$ cat src/common/rh11_pkg.sv
// ##############################
// rh11 shared definitions
// ##############################

package rh11_pkg;

    // sizes
    localparam int num_drives = 8;
    typedef logic [2:0]  drive_idx_t;   // drive number
    typedef logic [9:0]  cyl_t;         // cylinder number
    typedef logic [15:0] word_t;        // unibus word

    // rp06 geometry
    localparam cyl_t       max_cyl         = 10'd814;
    localparam logic [4:0] max_trk         = 5'd18;   // 19 tracks per cylinder
    localparam logic [4:0] max_sec         = 5'd21;   // 22 sectors per track
    localparam cyl_t       recal_start_cyl = 10'd999; // recal walks down from here

    // stepping
    localparam int step_period      = 64;   // scan rounds per step tick
    localparam int first_step_ticks = 42;   // settle before the first step

    // bus
    localparam logic [17:0] base_addr  = 18'o776700;
    localparam logic [7:0]  int_vector = 8'o254;

    // register word offsets in a_in_h[5:1]
    typedef enum logic [4:0] {
        reg_cs1 = 5'd0,
        reg_wc  = 5'd1,
        reg_ba  = 5'd2,
        reg_da  = 5'd3,
        reg_cs2 = 5'd4,
        reg_ds  = 5'd5,
        reg_er1 = 5'd6,
        reg_as  = 5'd7,
        reg_la  = 5'd8,
        reg_dt  = 5'd11,
        reg_sn  = 5'd12,
        reg_of  = 5'd13,
        reg_dc  = 5'd14,
        reg_cc  = 5'd15
    } reg_sel_e;

    // function codes in rpcs1[5:1]
    typedef enum logic [4:0] {
        fn_nop         = 5'd0,
        fn_unload      = 5'd1,
        fn_seek        = 5'd2,
        fn_recal       = 5'd3,
        fn_drive_clear = 5'd4,
        fn_release     = 5'd5,
        fn_preset      = 5'd8,
        fn_pack_ack    = 5'd9,
        fn_search      = 5'd12
    } func_e;

    // constant registers
    localparam word_t drive_type_rp06 = 16'o020022;
    localparam word_t offset_word     = 16'o010000;   // fmt16 set

    // sequencer state codes
    localparam logic [1:0] seq_idle  = 2'd0;
    localparam logic [1:0] seq_pos   = 2'd1;   // stepping toward dc
    localparam logic [1:0] seq_first = 2'd2;   // waiting for first step
    localparam logic [1:0] seq_recal = 2'd3;   // walking down to cyl 0

    // rpda as raw bus word or as drive fields
    typedef union packed {
        word_t raw;
        struct packed {
            logic [2:0] spare_hi;
            logic [4:0] trk;    // bits 12:8
            logic [2:0] spare_lo;
            logic [4:0] sec;    // bits 4:0
        } f;
    } rpda_t;

endpackage

$ cat src/common/drive_exec_if.sv
// ##############################
// drive exec link
// ##############################
`timescale 1ns/1ps

interface drive_exec_if import rh11_pkg::*; ();

    // scanned drive state from the register file
    logic [4:0] fc;         // function code
    logic       go;
    logic       fresh;      // go just written
    cyl_t       dc;         // desired cylinder
    cyl_t       cc;         // current cylinder
    rpda_t      da;

    // strobes for the scanned drive from the sequencer
    logic       finish;     // clear go, set dry
    logic       attn;       // set ata
    logic       err_iae;    // invalid address
    logic       err_ilf;    // illegal function
    logic       clr_status; // clear ata, err, rper1
    logic       set_vv;
    logic       preset;     // clear da and dc
    logic       load_cc;
    cyl_t       next_cc;
    logic       clr_fresh;
    logic       pip;        // positioning in progress

    modport regs (
        output fc, go, fresh, dc, cc, da,
        input  finish, attn, err_iae, err_ilf, clr_status, set_vv, preset,
        input  load_cc, next_cc, clr_fresh, pip
    );

    modport seq (
        input  fc, go, fresh, dc, cc, da,
        output finish, attn, err_iae, err_ilf, clr_status, set_vv, preset,
        output load_cc, next_cc, clr_fresh, pip
    );

endinterface

$ cat src/drive_exec/drive_sequencer.sv
// ##############################
// per-drive command sequencer
// ##############################
`timescale 1ns/1ps

module drive_sequencer import rh11_pkg::*; (
    input  logic       CLOCK,
    input  logic       RESET,
    input  drive_idx_t scan_drv,
    input  logic       step_tick,
    drive_exec_if.seq  ex
);

    logic [1:0] state [num_drives];
    logic [$clog2(first_step_ticks)-1:0] first_cnt [num_drives];
    logic [1:0] cur_state, nxt_state;
    logic [$clog2(first_step_ticks)-1:0] nxt_cnt;
    logic bad_addr;
    logic [num_drives-1:0] tick_pend;   // tick not yet seen by that drive
    logic tick;

    assign cur_state = state[scan_drv];

    // drives 0 to 6 pick up the tick on their next scan
    assign tick = step_tick || tick_pend[scan_drv];

    // seek checks the cylinder and search also track and sector
    assign bad_addr = (ex.dc > max_cyl) ||
                      ((ex.fc == fn_search) &&
                       ((ex.da.f.trk > max_trk) || (ex.da.f.sec > max_sec)));

    always_comb begin
        ex.finish     = 1'b0;
        ex.attn       = 1'b0;
        ex.err_iae    = 1'b0;
        ex.err_ilf    = 1'b0;
        ex.clr_status = 1'b0;
        ex.set_vv     = 1'b0;
        ex.preset     = 1'b0;
        ex.load_cc    = 1'b0;
        ex.next_cc    = ex.cc;
        ex.clr_fresh  = 1'b0;
        ex.pip        = (cur_state == seq_pos) || (cur_state == seq_first);
        nxt_state     = cur_state;
        nxt_cnt       = first_cnt[scan_drv];

        if (!ex.go) begin
            nxt_state = seq_idle;  // go dropped by controller clear
        end else begin
            case (cur_state)
                seq_idle: if (ex.fresh) begin
                    ex.clr_fresh = 1'b1;
                    case (ex.fc)
                        fn_nop:
                            ex.finish = 1'b1;
                        fn_drive_clear, fn_release: begin
                            ex.finish     = 1'b1;
                            ex.clr_status = 1'b1;
                        end
                        fn_seek, fn_search: begin
                            if (bad_addr) begin
                                ex.err_iae = 1'b1;
                                ex.attn    = 1'b1;
                                ex.finish  = 1'b1;
                            end else if (ex.dc == ex.cc) begin
                                ex.attn   = 1'b1;  // already on cylinder
                                ex.finish = 1'b1;
                            end else begin
                                nxt_state = seq_first;
                                nxt_cnt   = '0;
                            end
                        end
                        fn_recal, fn_unload: begin
                            ex.load_cc = 1'b1;
                            ex.next_cc = recal_start_cyl;  // long walk home
                            nxt_state  = seq_recal;
                        end
                        fn_preset: begin
                            ex.set_vv = 1'b1;
                            ex.preset = 1'b1;
                            ex.finish = 1'b1;
                        end
                        fn_pack_ack: begin
                            ex.set_vv = 1'b1;
                            ex.finish = 1'b1;
                        end
                        default: begin
                            // transfers, offset, anything unknown
                            ex.err_ilf = 1'b1;
                            ex.attn    = 1'b1;
                            ex.finish  = 1'b1;
                        end
                    endcase
                end
                seq_first: if (tick) begin
                    if (first_cnt[scan_drv] == first_step_ticks - 1)
                        nxt_state = seq_pos;
                    else
                        nxt_cnt = first_cnt[scan_drv] + 1'b1;
                end
                seq_pos: if (tick) begin
                    if (ex.cc == ex.dc) begin
                        ex.attn   = 1'b1;
                        ex.finish = 1'b1;
                        nxt_state = seq_idle;
                    end else begin
                        ex.load_cc = 1'b1;  // one cylinder per tick
                        ex.next_cc = (ex.cc < ex.dc) ? ex.cc + 10'd1 : ex.cc - 10'd1;
                    end
                end
                default: if (tick) begin  // recal
                    if (ex.cc == '0) begin
                        ex.attn   = 1'b1;
                        ex.finish = 1'b1;
                        nxt_state = seq_idle;
                    end else begin
                        ex.load_cc = 1'b1;
                        ex.next_cc = ex.cc - 10'd1;
                    end
                end
            endcase
        end
    end

    always_ff @(posedge CLOCK) begin
        if (RESET) begin
            for (int i = 0; i < num_drives; i++)
                state[i] <= seq_idle;
            tick_pend <= '0;
        end else begin
            state[scan_drv] <= nxt_state;  // only the scanned drive moves
            if (step_tick)
                tick_pend <= '1;
            tick_pend[scan_drv] <= 1'b0;   // used up by this scan
        end
        first_cnt[scan_drv] <= nxt_cnt;
    end

endmodule

$ cat src/drive_exec/step_timer.sv
// ##############################
// drive scan and step tick
// ##############################
`timescale 1ns/1ps

module step_timer import rh11_pkg::*; (
    input  logic       CLOCK,
    input  logic       RESET,
    output drive_idx_t scan_drv,
    output logic       step_tick
);

    logic [$clog2(step_period)-1:0] round;  // scan rounds since last tick

    always_ff @(posedge CLOCK) begin
        if (RESET) begin
            scan_drv <= '0;
            round    <= '0;
        end else begin
            scan_drv <= scan_drv + 3'd1;   // round robin with one drive per clock
            if (scan_drv == 3'd7) begin
                // end of a full round
                if (round == step_period - 1)
                    round <= '0;
                else
                    round <= round + 1'b1;
            end
        end
    end

    // one tick per step_period rounds in drive 7's slot
    assign step_tick = (scan_drv == 3'd7) && (round == '0);

endmodule

$ cat src/register_file/rh11_regs.sv
// ##############################
// rh11 register file
// ##############################
`timescale 1ns/1ps

module rh11_regs import rh11_pkg::*; (
    input  logic        CLOCK,
    input  logic        RESET,
    input  logic [17:0] a_in_h,
    input  logic [1:0]  c_in_h,
    input  word_t       d_in_h,
    input  logic        init_in_h,
    input  logic        msyn_in_h,
    output word_t       d_out_h,
    output logic        ssyn_out_h,
    input  logic        intgnt,
    input  logic [7:0]  igvec,
    output logic        intreq,
    input  drive_idx_t  scan_drv,
    drive_exec_if.regs  ex
);

    // controller registers
    logic       ie, pge;
    drive_idx_t sel;                // rpcs2 unit select
    word_t      wc, ba;
    logic       clr_busy;           // controller clear walking the drives
    drive_idx_t clr_drv;

    // per-drive registers
    logic [4:0] fc  [num_drives];
    rpda_t      da  [num_drives];
    cyl_t       dc  [num_drives];
    cyl_t       cc  [num_drives];
    word_t      er1 [num_drives];
    logic [num_drives-1:0] go, fresh, ata, err, dry, vv, pip;

    word_t      rd_word;
    logic [3:0] sn_digit;
    logic       hit, wrhi, wrlo;

    assign hit      = msyn_in_h && (a_in_h[17:6] == base_addr[17:6]);
    assign wrhi     = !c_in_h[0] || a_in_h[0];     // word or odd byte
    assign wrlo     = !c_in_h[0] || !a_in_h[0];    // word or even byte
    assign sn_digit = {1'b0, sel} + 4'd1;
    assign intreq   = ie && (ata != '0);

    // scanned drive out to the sequencer
    assign ex.fc    = fc[scan_drv];
    assign ex.go    = go[scan_drv];
    assign ex.fresh = fresh[scan_drv];
    assign ex.dc    = dc[scan_drv];
    assign ex.cc    = cc[scan_drv];
    assign ex.da    = da[scan_drv];

    always_comb begin
        rd_word = '0;
        case (reg_sel_e'(a_in_h[5:1]))
            // sc, tre, dva=1, rdy=1
            reg_cs1: rd_word = {pge || (ata != '0), pge, 3'b001, 3'b000, 1'b1, ie,
                                fc[sel], go[sel]};
            reg_wc:  rd_word = wc;
            reg_ba:  rd_word = {ba[15:1], 1'b0};
            reg_da:  rd_word = {3'b0, da[sel].f.trk, 3'b0, da[sel].f.sec};
            reg_cs2: rd_word = {5'b0, pge, 7'b0, sel};
            // ata err pip mol wrl lst pgm dpr dry vv
            reg_ds:  rd_word = {ata[sel], err[sel], pip[sel], 1'b1, 2'b00, 2'b01,
                                dry[sel], vv[sel], 6'b0};
            reg_er1: rd_word = er1[sel];
            reg_as:  rd_word = {8'b0, ata};
            reg_la:  rd_word = '0;              // no look-ahead
            reg_dt:  rd_word = drive_type_rp06;
            reg_sn:  rd_word = {4{sn_digit}};
            reg_of:  rd_word = offset_word;
            reg_dc:  rd_word = {6'b0, dc[sel]};
            reg_cc:  rd_word = {6'b0, cc[sel]};
            default: rd_word = '0;
        endcase
    end

    always_ff @(posedge CLOCK) begin
        if (RESET) begin
            ie         <= 1'b0;
            pge        <= 1'b0;
            sel        <= '0;
            clr_busy   <= 1'b1;             // walk the drives once out of reset
            clr_drv    <= '0;
            go         <= '0;
            fresh      <= '0;
            ata        <= '0;
            err        <= '0;
            dry        <= '1;
            vv         <= '0;
            pip        <= '0;
            ssyn_out_h <= 1'b0;
            d_out_h    <= '0;
        end else if (init_in_h) begin
            clr_busy   <= 1'b1;             // clear starts when init drops
            clr_drv    <= '0;
            pge        <= 1'b0;
            sel        <= '0;
            ssyn_out_h <= 1'b0;
            d_out_h    <= '0;
        end else begin
            if (clr_busy) begin
                // one drive per cycle
                fc[clr_drv]      <= '0;
                go[clr_drv]      <= 1'b0;
                fresh[clr_drv]   <= 1'b0;
                da[clr_drv].raw  <= '0;
                dc[clr_drv]      <= '0;
                cc[clr_drv]      <= '0;
                er1[clr_drv]     <= '0;
                ata[clr_drv]     <= 1'b0;
                err[clr_drv]     <= 1'b0;
                dry[clr_drv]     <= 1'b1;
                vv[clr_drv]      <= 1'b0;
                pip[clr_drv]     <= 1'b0;
                ie               <= 1'b0;
                wc               <= '0;
                ba               <= '0;
                clr_drv          <= clr_drv + 3'd1;
                if (clr_drv == 3'd7)
                    clr_busy <= 1'b0;
            end

            // bus slave holds off new cycles during controller clear
            if (!msyn_in_h && ssyn_out_h) begin
                ssyn_out_h <= 1'b0;
                d_out_h    <= '0;
            end else if (hit && !ssyn_out_h && !clr_busy) begin
                ssyn_out_h <= 1'b1;
                if (!c_in_h[1]) begin
                    d_out_h <= rd_word;
                end else begin
                    case (reg_sel_e'(a_in_h[5:1]))
                        reg_cs1: begin
                            if (wrhi && d_in_h[14])
                                pge <= 1'b0;    // tre write clears errors
                            if (wrlo) begin
                                ie <= d_in_h[6];
                                if (d_in_h[0]) begin
                                    if (!dry[sel]) begin
                                        pge <= 1'b1;    // drive busy
                                    end else begin
                                        fc[sel]    <= d_in_h[5:1];
                                        go[sel]    <= 1'b1;
                                        fresh[sel] <= 1'b1;
                                        dry[sel]   <= 1'b0;
                                    end
                                end
                            end
                        end
                        reg_wc: begin
                            if (wrhi) wc[15:8] <= d_in_h[15:8];
                            if (wrlo) wc[7:0]  <= d_in_h[7:0];
                        end
                        reg_ba: begin
                            if (wrhi) ba[15:8] <= d_in_h[15:8];
                            if (wrlo) ba[7:0]  <= d_in_h[7:0];
                        end
                        reg_da: begin
                            if (wrhi) da[sel].raw[15:8] <= d_in_h[15:8];
                            if (wrlo) da[sel].raw[7:0]  <= d_in_h[7:0];
                        end
                        reg_cs2: if (wrlo) begin
                            if (d_in_h[5]) begin
                                clr_busy <= 1'b1;   // clr bit
                                clr_drv  <= '0;
                                pge      <= 1'b0;
                            end else begin
                                sel <= d_in_h[2:0];
                            end
                        end
                        reg_er1: begin
                            if (wrhi) er1[sel][15:8] <= d_in_h[15:8];
                            if (wrlo) er1[sel][7:0]  <= d_in_h[7:0];
                        end
                        reg_as: if (wrlo) ata <= ata & ~d_in_h[7:0];  // write one to clear
                        reg_dc: begin
                            if (wrhi) dc[sel][9:8] <= d_in_h[9:8];
                            if (wrlo) dc[sel][7:0] <= d_in_h[7:0];
                        end
                        default: ;              // read-only or unused
                    endcase
                end
            end

            // sequencer strobes land last so no drive event is lost
            if (!clr_busy) begin
                pip[scan_drv] <= ex.pip;
                if (ex.clr_fresh) fresh[scan_drv] <= 1'b0;
                if (ex.clr_status) begin
                    ata[scan_drv] <= 1'b0;
                    err[scan_drv] <= 1'b0;
                    er1[scan_drv] <= '0;
                end
                if (ex.err_iae) begin
                    er1[scan_drv][10] <= 1'b1;
                    err[scan_drv]     <= 1'b1;
                end
                if (ex.err_ilf) begin
                    er1[scan_drv][0] <= 1'b1;
                    err[scan_drv]    <= 1'b1;
                end
                if (ex.attn)    ata[scan_drv] <= 1'b1;
                if (ex.set_vv)  vv[scan_drv]  <= 1'b1;
                if (ex.load_cc) cc[scan_drv]  <= ex.next_cc;
                if (ex.preset) begin
                    da[scan_drv].f.trk <= '0;
                    da[scan_drv].f.sec <= '0;
                    dc[scan_drv]       <= '0;
                end
                if (ex.finish) begin
                    go[scan_drv]  <= 1'b0;
                    dry[scan_drv] <= 1'b1;
                end
            end

            // ie drops once our vector is granted
            if (intgnt && (igvec == int_vector))
                ie <= 1'b0;
        end
    end

endmodule

$ cat src/source/rh11_top.sv
// ##############################
// rh11 controller top
// ##############################
`timescale 1ns/1ps

module rh11_top import rh11_pkg::*; (
    input  logic        CLOCK,
    input  logic        RESET,

    // unibus slave side
    input  logic [17:0] a_in_h,
    input  logic [1:0]  c_in_h,
    input  word_t       d_in_h,
    input  logic        init_in_h,
    input  logic        msyn_in_h,
    output word_t       d_out_h,
    output logic        ssyn_out_h,

    // interrupt
    output logic        intreq,
    output logic [7:0]  irvec,
    input  logic        intgnt,
    input  logic [7:0]  igvec
);

    drive_idx_t scan_drv;   // drive being serviced this cycle
    logic       step_tick;

    drive_exec_if ex ();

    step_timer u_timer (
        .CLOCK     (CLOCK),
        .RESET     (RESET),
        .scan_drv  (scan_drv),
        .step_tick (step_tick)
    );

    rh11_regs u_regs (
        .CLOCK      (CLOCK),
        .RESET      (RESET),
        .a_in_h     (a_in_h),
        .c_in_h     (c_in_h),
        .d_in_h     (d_in_h),
        .init_in_h  (init_in_h),
        .msyn_in_h  (msyn_in_h),
        .d_out_h    (d_out_h),
        .ssyn_out_h (ssyn_out_h),
        .intgnt     (intgnt),
        .igvec      (igvec),
        .intreq     (intreq),
        .scan_drv   (scan_drv),
        .ex         (ex.regs)
    );

    drive_sequencer u_seq (
        .CLOCK     (CLOCK),
        .RESET     (RESET),
        .scan_drv  (scan_drv),
        .step_tick (step_tick),
        .ex        (ex.seq)
    );

    assign irvec = int_vector;  // fixed vector

endmodule

$ cat config.mk
export PLATFORM = sky130hd
export DESIGN_NAME = rh11_top
export DESIGN_NICKNAME = d
export VERILOG_FILES = /design/src/common/rh11_pkg.sv /design/src/common/drive_exec_if.sv /design/src/drive_exec/drive_sequencer.sv /design/src/drive_exec/step_timer.sv /design/src/register_file/rh11_regs.sv /design/src/source/rh11_top.sv
export SDC_FILE = /design/constraint.sdc
export NUM_CORES = 1
export LEC_CHECK = 0
export BUFFER_PORTS_ARGS = -buffer_cell sky130_fd_sc_hd__buf_4
export CORE_MARGIN = 2
export CORE_UTILIZATION = 35
export DETAILED_ROUTE_END_ITERATION = 10
export MAX_ROUTING_LAYER = met4
export PLACE_DENSITY = 0.6
export SYNTH_ARGS = -nofsm -noshare
export SYNTH_HDL_FRONTEND = slang
export SYNTH_HIERARCHICAL = 1
export SYNTH_SLANG_ARGS = --single-unit
export TNS_END_PERCENT = 30
$ cat constraint.sdc
create_clock -name CLOCK -period 6.8 [get_ports CLOCK]
set_input_delay 1.36 -clock CLOCK [delete_from_list [all_inputs] [get_ports CLOCK]]
set_output_delay 1.36 -clock CLOCK [all_outputs]
set_load 0.01 [all_outputs]
==> impl_metrics.tcl <==
set metrics [dict create \
    period_needed_ns 5.90 \
    grt-ovfl-total 0 \
    layout-drive-gt1-share_pct 13.6 \
    cts_resized 0 \
    place_ws_ns 1.15 \
    cts_made_buffers 68 \
    worstSkewPairLatency_ns 0.63 \
    max-cap-violations 0 \
    final_core_util_pct 39.3 \
    synth_cells 3288 \
    gp_congestion 1.01 \
    worst_ep_arrival_time_ns 6.42 \
    hpwl_um 83400 \
    p_int_uw 6260 \
    cts_buffer_depth 3 \
    r2r_start "u_timer/scan_drv[0]" \
    worstPathMaxFanout 32 \
    p_per_area_nw_per_um2 236 \
    whs_path_depth 2 \
    slew_headroom_pct 18.5 \
    yosys_warnings 6 \
    min_from "u_regs/er1[3][11]" \
    min_to "u_regs/er1[3][11]" \
    drt_wl_total_um 122000 \
    cts_root_buf "clkbuf_16" \
    drt_pass1_iterations 9 \
    start_util_pct 35.2 \
    use_met3_pct 5.27 \
    peakVddDrop_mv 0.139 \
    synth_area_um2 31600 \
    setup_ws_ns 0.896 \
    h-tree-depth 3 \
    cts_setup_buffers 0 \
    cts_tree "built" \
    core_area_um2 89700 \
    p_clk_share_pct 45.9 \
    wl_per_cell_um 27.5 \
    grt_pass1_vias 26300 \
    track_usage_pct 26.4 \
    fmax_mhz 169 \
    finalHoldViolCount 0 \
    busiest_layer "met2" \
    area_delta_synth_final_pct 11.9 \
    hold_class "reg -> reg" \
    postRouteAntennaNets 0 \
    post-route-cell-area_um2 35300 \
    grt_pass1_wl_um 180000 \
    io_pins 75 \
    drtIter0Drc 3881 \
    postSynthAreaPerCell_um2 9.60 \
    sequentialPowerShare_pct 46.0 \
    antenna_found_initial 2 \
    finalCritPeriodShare_pct 86.8 \
    startpoint_type "register" \
    die_x_um 304 \
    clock_skew_ns 0.0304 \
    post_dp_cell_area_um2 33000 \
    grt_util_met1_pct 34.6 \
    via_count 28100 \
    drc 0 \
    io_buffers 66 \
    fin_nets 3308 \
    globalRouteMet2Util_pct 38.4 \
    status "finished, final reports clean" \
    viasPerCell 6.30 \
    leakagePower_uw 0.0122 \
    critPathKind "reg -> reg" \
    setup_viol 0 \
    tightest_slew_ns 1.22 \
    timing.rr.end "u_regs/go[3]" \
    drv_slew 0 \
    die_y_um 304 \
    swShare_pct 24.8 \
    rsz0062_at_grt "false" \
    end_kind "register" \
    grt_max_degree 67 \
    pwr-share-comb_pct 8.1 \
    rows 110 \
    cts_sinks 605 \
    clk_transition_reported_paths_ns 0.06 \
    fp.dieArea_um2 92600 \
    cp.required_ns 7.31 \
    p_switching_uw 2070 \
    fin_setup_tns_ns 0 \
    cts_hold_buf 0 \
    rr_worst_depth 17 \
    reg2reg_slack_ns 0.90 \
]
-- cells in the final DEF, fill, tap and decap left out, drive strengths merged, types with 43 or more instances in the layout --
master	instances
nand2	448
dfxtp	374
nor2	269
a21oi	254
nand3	237
edfxtp	231
a22oi	171
o21ai	159
mux2i	148
buf	129
mux4	114
clkbuf	88
nand4	68
inv	54
nor3	43
-- area by class of cell --
class                      instances  area, um^2
clock inverter                    33         384
multi-input combinational       2378       15900
sequential                       605       14400
antenna                            2        5.00
clock buffer                      88        1910
inverter                          51         191
tap                             1176        1470
fill                            8772       54400
timing repair buffer             129        1010
-- state kept, by name, indices dropped and copies added (netlist names), 40 cells and up, named ones only --
name / count
u_regs/fc: 40
u_regs/cc: 80
u_seq/first_cnt: 48
u_regs/da: 80
u_regs/er1: 128
u_regs/dc: 80
-- through the flow --
stage	hold WS, ns	power (uW)	instances
2_1_floorplan	0.425	4320	3294
3_3_place_gp	0.436	4560	4339
3_5_place_dp	0.444	4560	4339
4_1_cts	0.457	8360	4460
5_1_grt	0.471	8550	4461
6_report	0.454	8330	4462
-- critical path, cell delays in order, from the launching register on --
cell and delay, ns:
dfxtp_1 0.61, and3b_2 0.95, buf_4 0.42, a22oi_1 0.11
nand4_1 0.24, inv_1 0.08, ha_1 0.30, nand3_1 0.11
nor3_1 0.95, nor2_1 0.11, nand2_1 0.16, nand4_1 0.11
a21oi_1 0.16, nor2b_1 0.78, nand2_1 0.13, a21oi_1 0.24
nor2_1 0.06, a22o_1 0.25
-- routing by layer --
metal  part of all wire, %  wire length [um]  vias to the layer above
met5                     0                 0                        -
met4                   5.7              6940                        0
met3                    11             14000                      379
met2                    43             52900                     1911
met1                    40             48600                    13700
li1                      -                 -                    12100
-- power groups by stage --
| stage | Clock [uW] | Combinational [uW] | Sequential, uW |
|---|---|---|---|
| after floorplan | 0 | 419 | 3900 |
| after global placement | 0 | 647 | 3910 |
| after detailed placement | 0 | 651 | 3910 |
| after CTS | 3870 | 653 | 3830 |
| after global routing | 4000 | 711 | 3840 |
| final | 3820 | 676 | 3830 |
-- worst max-delay path by stage --
stage / startpoint / to / slack [ns] / depth (start not counted)
2_1_floorplan: u_timer/scan_drv[0] / u_regs/cc[0][7] / 2.38 / 15
3_3_place_gp: u_timer/scan_drv[0] / u_regs/go[3] / 1.30 / 17
3_5_place_dp: u_timer/scan_drv[0] / u_regs/go[0] / 1.15 / 17
4_1_cts: u_timer/scan_drv[0] / u_regs/go[2] / 1.12 / 17
5_1_grt: u_timer/scan_drv[0] / u_regs/go[2] / 0.62 / 17
6_report: u_timer/scan_drv[0] / u_regs/go[3] / 0.90 / 17
(Power assumes the default switching activity.)
